## src/rtl/tcb_params.svh

```systemverilog
// tightly coupled bus parameters
// bus widths, memory size and the memory stall pattern
// shared by the RTL and the testbench

`ifndef TCB_PARAMS_SVH
`define TCB_PARAMS_SVH

////////////////////////////////////////
// bus widths
////////////////////////////////////////

// byte address width
`define TCB_ADR_W 10
// bytes per data word
`define TCB_BYT 4
`define TCB_DAT_W (8*`TCB_BYT)

////////////////////////////////////////
// memory subordinate
////////////////////////////////////////

// words, covers the full address range
`define TCB_MEM_DEPTH 256
// ready low for STALL_LEN out of every STALL_PERIOD cycles
`define TCB_STALL_LEN 3
`define TCB_STALL_PERIOD 7

`endif

```

## src/rtl/tcb_pkg.sv

```systemverilog
// tightly coupled bus types
// request and response payloads, bus opcodes and
// the capture strategy of the register slice

`include "tcb_params.svh"

package tcb_pkg;

    ////////////////////////////////////////
    // enumerations
    ////////////////////////////////////////

    // bus operation
    typedef enum logic {op_read, op_write} tcb_op_t;

    // register slice buffer strategy
    // power loads only enabled write bytes
    typedef enum logic {opt_power, opt_complexity} tcb_opt_t;

    ////////////////////////////////////////
    // payloads
    ////////////////////////////////////////

    // request, held stable by the manager until rdy
    typedef struct packed {
        tcb_op_t                op;
        logic [`TCB_ADR_W-1:0]  adr;
        logic [`TCB_BYT-1:0]    byt;
        logic [`TCB_DAT_W-1:0]  wdt;
    } tcb_req_t;

    // response, one cycle strobe with no back-pressure
    typedef struct packed {
        logic                   vld;
        logic [`TCB_DAT_W-1:0]  rdt;
        // misaligned access
        logic                   err;
    } tcb_rsp_t;

endpackage

```

## src/rtl/tcb_register_backpressure.sv

```systemverilog
// bus register slice on the back-pressure path
// sub_rdy comes from a flop, so the ready path from the
// subordinate side is cut. a request met by a stalled
// downstream is parked in a one-entry buffer and replayed

`include "tcb_params.svh"

module tcb_register_backpressure #(
    parameter tcb_pkg::tcb_opt_t opt = tcb_pkg::opt_power
)(
    input  logic              sub,
    input  logic              reset,
    input  logic              sub_vld,
    input  tcb_pkg::tcb_req_t sub_req,
    input  logic              man_rdy,
    output logic              sub_rdy,
    output logic              man_vld,
    output tcb_pkg::tcb_req_t man_req
);

    // buffer load strobe
    logic tmp_trn;

    // buffered request fields
    tcb_pkg::tcb_op_t      tmp_op;
    logic [`TCB_ADR_W-1:0] tmp_adr;
    logic [`TCB_BYT-1:0]   tmp_byt;
    logic [`TCB_DAT_W-1:0] tmp_wdt;
    tcb_pkg::tcb_req_t     tmp_req;

    // man side request with unused write bytes zeroed
    tcb_pkg::tcb_req_t     man_req_vis;

    ////////////////////////////////////////
    // handshake
    ////////////////////////////////////////

    // transfer accepted here while downstream stalls
    assign tmp_trn = sub_vld & sub_rdy & ~man_rdy;

    // buffer full keeps vld up
    assign man_vld = sub_rdy ? sub_vld : 1'b1;

    // drops after a capture, rises once the buffer drains
    always_ff @(posedge sub) begin
        if (reset) begin
            sub_rdy <= 1'b1;
        end else if (sub_rdy) begin
            sub_rdy <= ~(sub_vld & ~man_rdy);
        end else begin
            sub_rdy <= man_rdy;
        end
    end

    ////////////////////////////////////////
    // request buffer
    ////////////////////////////////////////

    // control fields
    always_ff @(posedge sub) begin
        if (tmp_trn) begin
            tmp_op  <= sub_req.op;
            tmp_adr <= sub_req.adr;
            tmp_byt <= sub_req.byt;
        end
    end

    // write data lanes loaded only for writes
    generate
        if (opt == tcb_pkg::opt_power) begin : g_power
            // disabled lanes keep their old value to save toggling
            always_ff @(posedge sub) begin
                if (tmp_trn && sub_req.op == tcb_pkg::op_write) begin
                    for (int i = 0; i < `TCB_BYT; i++) begin
                        if (sub_req.byt[i]) begin
                            tmp_wdt[i*8 +: 8] <= sub_req.wdt[i*8 +: 8];
                        end
                    end
                end
            end
        end else begin : g_complexity
            // whole word on every buffered write
            always_ff @(posedge sub) begin
                if (tmp_trn && sub_req.op == tcb_pkg::op_write) begin
                    tmp_wdt <= sub_req.wdt;
                end
            end
        end
    endgenerate

    assign tmp_req = '{op: tmp_op, adr: tmp_adr, byt: tmp_byt, wdt: tmp_wdt};

    // live request while ready and the buffer otherwise
    assign man_req = sub_rdy ? sub_req : tmp_req;

    ////////////////////////////////////////
    // checks
    ////////////////////////////////////////

    // only bytes the subordinate actually consumes
    function automatic tcb_pkg::tcb_req_t req_visible(tcb_pkg::tcb_req_t req);
        tcb_pkg::tcb_req_t vis;
        vis = req;
        for (int i = 0; i < `TCB_BYT; i++) begin
            if (req.op != tcb_pkg::op_write || !req.byt[i]) begin
                vis.wdt[i*8 +: 8] = 8'h00;
            end
        end
        return vis;
    endfunction

    assign man_req_vis = req_visible(man_req);

    // manager keeps a request that meets a full buffer
    a_sub_hold: assert property (@(posedge sub) disable iff (reset)
        sub_vld && !sub_rdy |=> sub_vld && $stable(sub_req));

    // stalled request stays put across the live to buffer switch
    a_man_hold: assert property (@(posedge sub) disable iff (reset)
        man_vld && !man_rdy |=> man_vld && $stable(man_req_vis));

endmodule

```

## config.mk

```make
export PLATFORM = sky130hd
export DESIGN_NAME = tcb_register_backpressure
export DESIGN_NICKNAME = d
export VERILOG_FILES = /design/src/rtl/tcb_pkg.sv /design/src/rtl/tcb_register_backpressure.sv
export VERILOG_INCLUDE_DIRS = /design/src /design/src/rtl
export SDC_FILE = /design/constraint.sdc
export NUM_CORES = 1
export LEC_CHECK = 0
export ABC_AREA = 0
export BUFFER_PORTS_ARGS = -buffer_cell sky130_fd_sc_hd__buf_4
export CORE_ASPECT_RATIO = 1.5
export CORE_MARGIN = 8
export CORE_UTILIZATION = 43
export CTS_CLUSTER_DIAMETER = 120
export DETAILED_ROUTE_END_ITERATION = 10
export GPL_ROUTABILITY_DRIVEN = 0
export GPL_TIMING_DRIVEN = 0
export MAX_ROUTING_LAYER = met4
export PLACE_DENSITY = 0.83
export SLEW_MARGIN = 5
export SYNTH_ARGS = -nofsm -noshare
export SYNTH_HDL_FRONTEND = slang
export SYNTH_SLANG_ARGS = --single-unit
export TNS_END_PERCENT = 30
```

## constraint.sdc

```tcl
create_clock -name sub -period 1.95 [get_ports sub]
set_clock_uncertainty 0.15 [all_clocks]
set_input_delay 0.195 -clock sub [delete_from_list [all_inputs] [get_ports sub]]
set_output_delay 0.195 -clock sub [all_outputs]
set_load 0.05 [all_outputs]
```

After elaboration in Yosys (flattened, before gate mapping)
Index checks and enable logic that the tools add are counted.
Word-level totals
  logic and storage cells: 21
  input bits: 51
  register bits after elaboration: 48
  output and inout bits: 49
Operators by class
  reduce and logical (&&, ||, !) cells: 5
  bitwise gates (word level): 5
  multiplexer cells: 3
Operators by type and width (count)
  2-to-1 mux 47 bit: 1
  AND reduction 2 bit: 4
  bitwise AND 1 bit: 3
  2-to-1 mux 1 bit: 2
  inverter 1 bit: 2
  logical AND 1 bit: 1

Logic depth before layout (Yosys ltp)
Gate-level depths: netlist of run 1.
  word-level depth: 4
  gate-level depth with buffers: 4
  mapped depth without buffers: 2

Least setup slack after synthesis of run 1
Ideal clock, no wire load.
  path type: register to output
  from: reg sub_rdy
  to: out man_req[32] in the netlist's numbering
  path buffers: 2
  setup slack: -0.334 ns
  cell stages (with the launch flop): 4
  required time: 1.605 ns
  data arrival time: 1.939 ns
  cell sequence: dfxtp_1 -> buf_6 -> buf_6 -> o21ai_0
RTL lines
  start, declared: line tcb_register_backpressure.sv:16  | output logic sub_rdy,
  start signal, assigned: line tcb_register_backpressure.sv:49  | sub_rdy <= ~(sub_vld & ~man_rdy);
  start signal, assigned: line tcb_register_backpressure.sv:51  | sub_rdy <= man_rdy;
  end, declared: line tcb_register_backpressure.sv:18  | output tcb_pkg::tcb_req_t man_req

==> results of run 1 <==
-- cell usage after synthesis --
| master | instances |
|---|---|
| nor2_1 | 5 |
| mux2_4 | 41 |
| nand2b_1 | 1 |
| and3b_1 | 1 |
| edfxtp_1 | 47 |
| mux2_2 | 2 |
| inv_1 | 4 |
| dfxtp_1 | 1 |
| buf_6 | 2 |
| buf_12 | 4 |
| nand2_1 | 5 |
| nand3b_1 | 1 |
| o21ai_0 | 4 |
-- layout make-up --
type / count / area share (%)
clock buffer: 7 / 2.59
inverter: 4 / 0.404
buffer: 6 / 2.76
tap: 68 / 2.29
clock inverter: 1 / 0.808
sequential: 48 / 38.5
multi-input combinational: 60 / 19.4
timing repair buffer: 148 / 33.2
-- how the worst max path moves through the flow --
stage	start	end	slack, ns	cells past startpoint
final	sub_rdy$_SDFF_PP1_	man_req[7]	0.11	4
after global routing	sub_rdy$_SDFF_PP1_	tmp_wdt[14]$_DFFE_PP_	0.03	4
after floorplan	sub_rdy$_SDFF_PP1_	man_req[32]	-0.33	3
after detailed placement	sub_rdy$_SDFF_PP1_	tmp_wdt[1]$_DFFE_PP_	0.13	4
after global placement	sub_rdy$_SDFF_PP1_	tmp_wdt[14]$_DFFE_PP_	0.13	4
after CTS	sub_rdy$_SDFF_PP1_	man_req[30]	0.09	4
-- power by group --
group | switching (W) | total, W | leakage, nW | internal [W]
logic | 0.000412 | 0.000746 | 1.18 | 0.000334
clock network | 0.000323 | 0.000776 | 0.0645 | 0.000453
registers | 0.00000724 | 0.00117 | 0.438 | 0.00116
total | 0.000742 | 0.00269 | 1.69 | 0.00195
-- critical path, delay by kind of cell, from the launching register on --
kind     cells  cell delay (ns)
flops        1             0.35
buf+inv      3             0.53
mux          1             0.31
-- flip-flops by register name, summed over array words and instances, names as in the netlist --
register and cells:
sub_rdy 1, tmp_adr 10, tmp_byt 4, tmp_op 1, tmp_wdt 32
-- metal layers --
metal  share of wire (%)  routed length [µm]  up-vias  GRT usage [%]
met4                 2.2                 134        0           6.22
met2                  57                3470       49           29.4
met5                   0                   0        -              -
met1                  36                2190      736           16.1
li1                    -                   -      754              -
met3                 4.1                 249       10           2.58
-- per-stage QoR --
stage / utilization (%) / TNS (ns) / cells / power [W]
after floorplan: - / -1.64 / 118 / 0.00163
after global placement: 60.4 / 0 / 285 / 0.00185
after detailed placement: 60.4 / 0 / 285 / 0.00185
after CTS: 72.5 / 0 / 342 / 0.00270
after global routing: 72.5 / 0 / 342 / 0.00278
final: 72.5 / 0 / 342 / 0.00269
-- logic make-up (layout without fill, tap and decap cells) --
family / count (synthesis) / after routing / synth area share, %
buffers and inverters: 10 / 166 / 5.19
AO/OA/AOI/OAI: 4 / 4 / 0.883
multiplexers: 43 / 43 / 28.1
flip-flops: 48 / 48 / 63.1
AND/OR/NAND/NOR: 13 / 13 / 2.65
-- timing repair --
action / in CTS / in global routing
setup buffers: 0 / 0
gates resized for setup: 0 / 1
endpoints found under the hold margin: 48 / 0
setup endpoints to repair: 0 / 8
hold buffers: 49 / 0
==> flow_metrics.py, run 1 <==
metrics = {
    "status": {
        "status": "finished clean",
    },
    "grt": {
        "grt_pass1_wl_um": 9360,
        "grtUsageTotal_pct": 16.1,
        "grt_pass1_vias": 1757,
        "antenna_found_initial": 0,
        "overflow": 0,
        "grt_start_max_net_pins": 16,
    },
    "timing": {
        "slew_viol_final": 0,
        "fmax_mhz": 543,
        "min_period_over_period_pct": 94.5,
        "hold_violations": 0,
        "setup_viol": 0,
        "worst_pin_slew_ns": 0.662,
        "fin_hold_ws_ns": 0.0604,
        "slew_headroom_pct": 55.7,
        "rsz0062_at_grt": "no",
        "layout_setup_ws_ns": 0.108,
        "period_needed_ns": 1.84,
    },
    "critical_path": {
        "r2r_end": "tmp_wdt[28]$_DFFE_PP_",
        "cpPeakStageDelay_ns": 0.35,
        "rr_worst_depth": 4,
        "crit_fanout": 10,
        "path_cells": "buf_6 > buf_12 > mux2_4 > buf_4",
        "critPathLaunchType": "flop",
        "arrival_ns": 1.50,
        "timing.rr.start": "sub_rdy$_SDFF_PP1_",
        "end_kind": "output pin",
        "crit_slowest_cell": "dfxtp_1",
        "regToRegSetupSlack_ns": 0.15,
        "crit_type": "reg2out",
        "crit_required_ns": 1.60,
    },
    "worst_hold_path": {
        "worstHoldEndpoint": "sub_rdy$_SDFF_PP1_",
        "whs_path_depth": 3,
        "min_from": "sub_vld",
        "holdCritPathClass": "in2reg",
    },
    "yosys": {
        "yosysTopAreaCell": "edfxtp_1",
        "avgSynthCellArea_um2": 19.2,
        "ys_ff_latch": 48,
        "synth_cells": 118,
        "yosys.cell_types.count": 13,
        "syn_nets": 169,
        "synth-seq-area-share_pct": 63.1,
        "synth_area_um2": 2270,
        "synth_area_leaders": "edfxtp_1 62%, mux2_4 27%, buf_12 3.5%",
        "yosys.area.top_type_share_pct": 62.3,
        "yosysWarnings": 0,
    },
    "floorplan": {
        "dieArea_um2": 7900,
        "pin_count": 100,
        "chipHeight_um": 105,
        "core_area_um2": 5120,
        "die_x_um": 75.3,
        "num_rows": 32,
        "start_util_pct": 44.2,
    },
    "pwr": {
        "leakagePower_nw": 1.69,
        "p_per_area_nw_per_um2": 724,
        "peakVddDrop_mv": 0.572,
    },
    "cts": {
        "clk-insertion-delay-late_ns": 0.29,
        "htreeDepth": 2,
        "cts_inserted_buffers": 5,
        "clock_sinks": 48,
        "clockBufferDepth": 2,
        "clk_pin_slew_worst_paths_ns": 0.09,
        "tritoncts": "done",
        "root_buffer": "clkbuf_8",
    },
    "finish": {
        "num-fill-cells": 326,
        "multiInputGateArea_um2": 722,
        "antenna_cells": 0,
        "ff_latch_area_um2": 1430,
        "layout_common_cells": "99 x buf_4, 49 x dlygate4sd3_1, 47 x edfxtp_1",
        "area_growth_pct": 63.9,
        "fin_nets": 324,
        "layout-drive-gt1-share_pct": 57.7,
        "final_common_cell": "buf_4",
        "finalInstanceArea_um2": 3720,
    },
    "drt": {
        "routed-via-count": 1549,
        "via_per_inst": 4.53,
        "wl_per_cell_um": 17.7,
        "ant_nets": 0,
        "drt_iter0_drc": 69,
        "drt_first_pass_iters": 4,
        "drc_errors": 0,
        "routed_wl_um": 6050,
    },
    "run": {
        "maxCapViolations": 0,
    },
    "place": {
        "post-place-ws_ns": 0.130,
        "post_dp_cell_area_um2": 3100,
        "dp_hpwl_um": 4030,
        "numPortBuffers": 99,
    },
}
Power figures use the tool's default switching activity.
==> inputs of run 2 (changes only) <==
Clock period 1.95 ns to 2.3 ns, I/O delays scaled along.
==> run 2 against run 1 <==
Compared with the run above: cell area fell by 0.81%; core utilization shrank 0.59 points; global-route usage hardly changed; first-iteration DRC count up 10%; hold slack better by 0.013 ns; clock-buffer cell count grew 1; routed wire length barely moved; clock power is 31% lower; via count rose by 2.5%; total power fell by 20%; critical path type unchanged; critical endpoint is now man_req[36].
==> flow_metrics.py, run 2 (same netlist as run 1, synthesis figures left out) <==
metrics = {
    "drt": {
        "routed-via-count": 1587,
        "routed_wl_um": 6050,
        "drt_first_pass_iters": 4,
        "wl_per_cell_um": 17.7,
        "drc_errors": 0,
        "ant_nets": 0,
        "drt_iter0_drc": 76,
        "via_per_inst": 4.64,
    },
    "floorplan": {
        "num_rows": 32,
        "dieArea_um2": 7900,
        "core_area_um2": 5120,
        "pin_count": 100,
        "chipHeight_um": 105,
        "die_x_um": 75.3,
        "start_util_pct": 44.2,
    },
    "cts": {
        "tritoncts": "done",
        "clock_sinks": 48,
        "root_buffer": "clkbuf_8",
        "cts_resized": 0,
        "clk-insertion-delay-late_ns": 0.29,
        "clockBufferDepth": 2,
        "htreeDepth": 2,
        "cts_inserted_buffers": 5,
        "clk_pin_slew_worst_paths_ns": 0.08,
    },
    "run": {
        "maxCapViolations": 0,
    },
    "grt": {
        "grt_start_max_net_pins": 16,
        "grt_pass1_vias": 1828,
        "grt_pass1_wl_um": 9240,
        "overflow": 0,
        "grtUsageTotal_pct": 16.1,
        "antenna_found_initial": 0,
    },
    "critical_path": {
        "crit_slowest_cell": "dfxtp_1",
        "arrival_ns": 1.49,
        "cpPeakStageDelay_ns": 0.35,
        "end_kind": "output pin",
        "crit_type": "reg2out",
        "critPathLaunchType": "flop",
        "crit_fanout": 10,
        "path_cells": "buf_6 > buf_12 > mux2_4 > buf_4",
        "crit_required_ns": 1.92,
    },
    "finish": {
        "fin_nets": 324,
        "final_common_cell": "buf_4",
        "layout-drive-gt1-share_pct": 56.6,
        "largest_register_ffs": 32,
        "area_growth_pct": 62.6,
        "max_flop_register": "tmp_wdt",
        "largestRegisters": "tmp_wdt (32), tmp_adr (10), tmp_byt (4)",
        "layout_common_cells": "99 x buf_4, 49 x dlygate4sd3_1, 47 x edfxtp_1",
        "antenna_cells": 0,
    },
    "place": {
        "dp_hpwl_um": 4220,
        "numPortBuffers": 99,
    },
    "worst_hold_path": {
        "holdCritPathClass": "in2reg",
    },
    "timing": {
        "setup_viol": 0,
        "worst_pin_slew_ns": 0.720,
        "slew_viol_final": 0,
        "fmax_mhz": 534,
        "setup_tns_ns": 0,
        "slew_headroom_pct": 52.0,
        "hold_violations": 0,
        "rsz0062_at_grt": "no",
        "period_needed_ns": 1.87,
        "min_period_over_period_pct": 81.4,
    },
    "pwr": {
        "p_total_w": 0.00216,
        "p_per_area_nw_per_um2": 585,
        "leakagePower_nw": 1.67,
        "peakVddDrop_mv": 0.403,
    },
    "status": {
        "status": "finished clean",
    },
}
-- run 2: cell types whose count changed in the layout (fill, tap and decap cells not counted) --
cell / before / now
and3b_1: 0 / 1
and3b_2: 1 / 0
bufinv_16: 1 / 0
clkbuf_1: 0 / 1
nor2_1: 4 / 5
nor2_2: 1 / 0
-- run 2: per-layer routing --
layer	GRT usage (%)	up-vias	routed length [µm]
li1	-	750	-
met1	14.7	776	1990
met2	30.2	51	3680
met3	2.97	10	247
met4	7.04	0	127
met5	-	-	0
-- run 2: final cells by class --
class | instances | area [µm²]
buffer | 6 | 103
tap | 68 | 85.1
fill | 345 | 1440
clock buffer | 8 | 100
sequential | 48 | 1430
multi-input combinational | 60 | 718
timing repair buffer | 148 | 1230
inverter | 4 | 15.0
-- run 2: worst paths after layout --
path,startpoint,to,cells past startpoint,slack (ns)
max reg2reg,sub_rdy$_SDFF_PP1_,tmp_byt[1]$_DFFE_PP_,3,0.45
min,sub_vld,sub_rdy$_SDFF_PP1_,3,0.07
max,sub_rdy$_SDFF_PP1_,man_req[36],4,0.43
min reg2reg,sub_rdy$_SDFF_PP1_,sub_rdy$_SDFF_PP1_,3,0.51
-- run 2: critical path: cells and delay by family, from the launching register on --
kind                   cells  cell delay, ns
muxes                      1            0.31
DFF                        1            0.35
buffers and inverters      3            0.53
-- run 2: where the power goes --
part | leakage, nW | internal, W | switching [W]
clock network | 0.0515 | 0.000274 | 0.000260
registers | 0.438 | 0.000986 | 0.00000627
logic | 1.18 | 0.000283 | 0.000348
total | 1.67 | 0.00154 | 0.000615
-- run 2: stage by stage --
step	setup WS [ns]	hold WS [ns]	area [µm²]	instances	utilization, %
after global placement	0.477	0.262	3100	285	60.4
after CTS	0.410	0.0648	3690	342	71.9
after floorplan	-0.0186	0.174	2270	118	-
final	0.427	0.0736	3690	342	71.9
after detailed placement	0.469	0.266	3100	285	60.4
after global routing	0.370	0.0961	3690	342	71.9
-- run 2: repair_timing --
action / 4_1_cts / 5_1_grt
endpoints found under the hold margin: 48 / 0
buffers inserted: 0 / 0
hold buffers: 49 / 0
==> inputs of run 3 (changes only) <==
Settings changed: ABC_AREA 0 to 1, PLACE_DENSITY 0.83 to 0.84.
Clock period 2.3 ns to 1.9 ns, I/O delays scaled along.
==> run 3 against run 2 <==
Compared with the run above: the flow now finishes with violations (negative setup slack); sequential cell count did not move; clock power rose by 16%; critical path type is now in2reg; routed wire length rose by 26%; synthesized cell count rose by 79%; die area fell by 6.4%; cell count rose by 27%; cell area fell by 4.8%; total power rose by 20%.
==> flow_metrics.py, run 3 <==
metrics = {
    "cts": {
        "clock_sinks": 48,
        "clockBufferDepth": 2,
        "root_buffer": "clkbuf_8",
        "clk-insertion-delay-late_ns": 0.30,
        "cts_inserted_buffers": 5,
        "htreeDepth": 2,
        "clk_pin_slew_worst_paths_ns": 0.09,
        "tritoncts": "done",
    },
    "yosys": {
        "yosysTopAreaCell": "edfxtp_1",
        "synthMostInstantiatedCell": "nand2_1",
        "synth_area_um2": 2090,
        "synth_cells": 211,
        "synth-seq-area-share_pct": 68.5,
        "yosys.area.top_type_share_pct": 67.5,
        "synth_ff_type": "edfxtp_1",
        "yosys.cell_types.count": 13,
        "yosysWarnings": 0,
        "synth_area_leaders": "edfxtp_1 68%, nand2_1 24%, buf_4 1.8%",
        "yosys-top-cells-count": "135 x nand2_1, 47 x edfxtp_1, 6 x inv_1",
        "ys_ff_latch": 48,
        "ys_async_sr_fraction_pct": 0,
        "avgSynthCellArea_um2": 9.91,
        "synth_edf_count": 47,
        "syn_nets": 262,
    },
    "grt": {
        "grt_pass1_vias": 2312,
        "grt_pass1_wl_um": 11700,
        "grt_start_max_net_pins": 16,
        "antenna_found_initial": 0,
        "overflow": 0,
        "grtUsageTotal_pct": 21.3,
    },
    "drt": {
        "routed_wl_um": 7600,
        "routed-via-count": 2110,
        "via_per_inst": 4.86,
        "drt_first_pass_iters": 4,
        "wl_per_cell_um": 17.5,
        "drc_errors": 0,
        "ant_nets": 0,
        "drt_iter0_drc": 92,
    },
    "timing": {
        "setup_viol": 32,
        "slew_viol_final": 0,
        "period_needed_ns": 1.94,
        "setup_tns_ns": -0.658,
        "layout_setup_ws_ns": -0.0404,
        "min_period_over_period_pct": 102,
        "slew_headroom_pct": 52.1,
        "hold_violations": 0,
        "worst_pin_slew_ns": 0.716,
        "fmax_mhz": 515,
        "rsz0062_at_grt": "yes",
    },
    "floorplan": {
        "num_rows": 31,
        "dieArea_um2": 7400,
        "core_area_um2": 4770,
        "start_util_pct": 43.8,
        "pin_count": 100,
        "die_x_um": 72.9,
        "chipHeight_um": 101,
    },
    "critical_path": {
        "critPathLaunchType": "input port",
        "end_kind": "flop",
        "cpPeakStageDelay_ns": 0.62,
        "worstSetupStartpoint": "sub_req[46]",
        "crit_required_ns": 1.68,
        "timing.rr.start": "sub_rdy$_SDFF_PP1_",
        "path_cells": "dlygate4sd3_1 > buf_4 > nand4_1 > nor2_1",
        "crit_slowest_cell": "nor2_1",
        "arrival_ns": 1.72,
        "crit_type": "in2reg",
        "crit_fanout": 8,
    },
    "finish": {
        "finalInstanceArea_um2": 3510,
        "area_growth_pct": 67.9,
        "max_flop_register": "tmp_wdt",
        "largestRegisters": "tmp_wdt (32), tmp_adr (10), tmp_byt (4)",
        "layout-drive-gt1-share_pct": 32.4,
        "final_common_cell": "nand2_1",
        "layout_common_cells": "135 x nand2_1, 103 x buf_4, 49 x dlygate4sd3_1",
        "fin_nets": 417,
        "num-fill-cells": 297,
        "largest_register_ffs": 32,
    },
    "pwr": {
        "p_per_area_nw_per_um2": 740,
        "leakagePower_nw": 1.64,
        "peakVddDrop_mv": 0.726,
    },
    "run": {
        "maxCapViolations": 0,
    },
    "place": {
        "numPortBuffers": 99,
        "dp_hpwl_um": 4270,
        "post_dp_cell_area_um2": 2920,
        "post-place-ws_ns": 0.0588,
    },
    "worst_hold_path": {
        "holdCritPathClass": "in2reg",
        "min_from": "sub_vld",
    },
    "status": {
        "status": "finished, violations left",
        "violations": "negative setup slack",
    },
}
==> run 3: layer usage <==
metal	vias up	routed length (µm)	share of wire (%)	global-route usage (%)
met5	-	0	0	-
met4	0	182	2.4	8.05
met3	16	478	6.3	5.75
met2	121	4180	55	39.3
met1	988	2750	36	20.3
li1	985	-	-	-
==> run 3: area by class of cell <==
type	count	area (µm²)	share of cell area, %
sequential	48	1430	40.8
tap	66	82.6	2.35
inverter	7	28.8	0.820
clock inverter	2	16.3	0.463
timing repair buffer	148	1230	35.2
antenna	1	2.50	0.0713
multi-input combinational	146	568	16.2
buffer	10	72.6	2.07
clock buffer	6	72.6	2.07
==> run 3: worst max-delay path: cells and delay by family <==
family                 cells  cell delay [ns]
buffers and inverters      2             0.68
AND/OR/NAND/NOR            2             0.85
==> run 3: path summary, 6_finish.rpt <==
path                                end  slack, ns  cells after the start
setup / recovery  tmp_wdt[14]$_DFFE_PP_      -0.04                      4
hold / removal       sub_rdy$_SDFF_PP1_       0.09                      4
setup reg to reg  tmp_wdt[14]$_DFFE_PP_       0.01                      3
hold reg to reg      sub_rdy$_SDFF_PP1_       0.53                      3
==> run 3: power breakdown <==
group          switching, W  internal (W)
registers        0.00000842       0.00119
clock network      0.000360      0.000263
logic              0.000490      0.000282
total              0.000858       0.00174
==> run 3: timing repair <==
item                       CTS  global route
setup endpoints to repair    0            47
setup buffers                0             0
resized for setup            0             1
hold endpoints to repair    48             0
hold buffers                49             0
==> run 3: cells by family (layout without fill, tap and decap cells) <==
group                  after synthesis  count (layout)  synth area share [%]
AND/OR/NAND/NOR                    142             142                  25.9
other                                0               1                     0
flip-flops                          48              48                  68.5
AO/OA/AOI/OAI                        4               4                 0.958
buffers and inverters               17             173                  4.67
==> run 3: per-stage QoR <==
| stage | utilization [%] | cells | total power (W) | hold slack, ns |
|---|---|---|---|---|
| 6_report | 73.6 | 434 | 0.00260 | 0.0868 |
| 5_1_grt | 73.5 | 433 | 0.00267 | 0.0992 |
| 4_1_cts | 73.4 | 433 | 0.00256 | 0.0636 |
| 3_5_place_dp | 61.3 | 376 | 0.00189 | 0.228 |
| 3_3_place_gp | 61.3 | 376 | 0.00188 | 0.220 |
| 2_1_floorplan | - | 211 | 0.00163 | 0.134 |
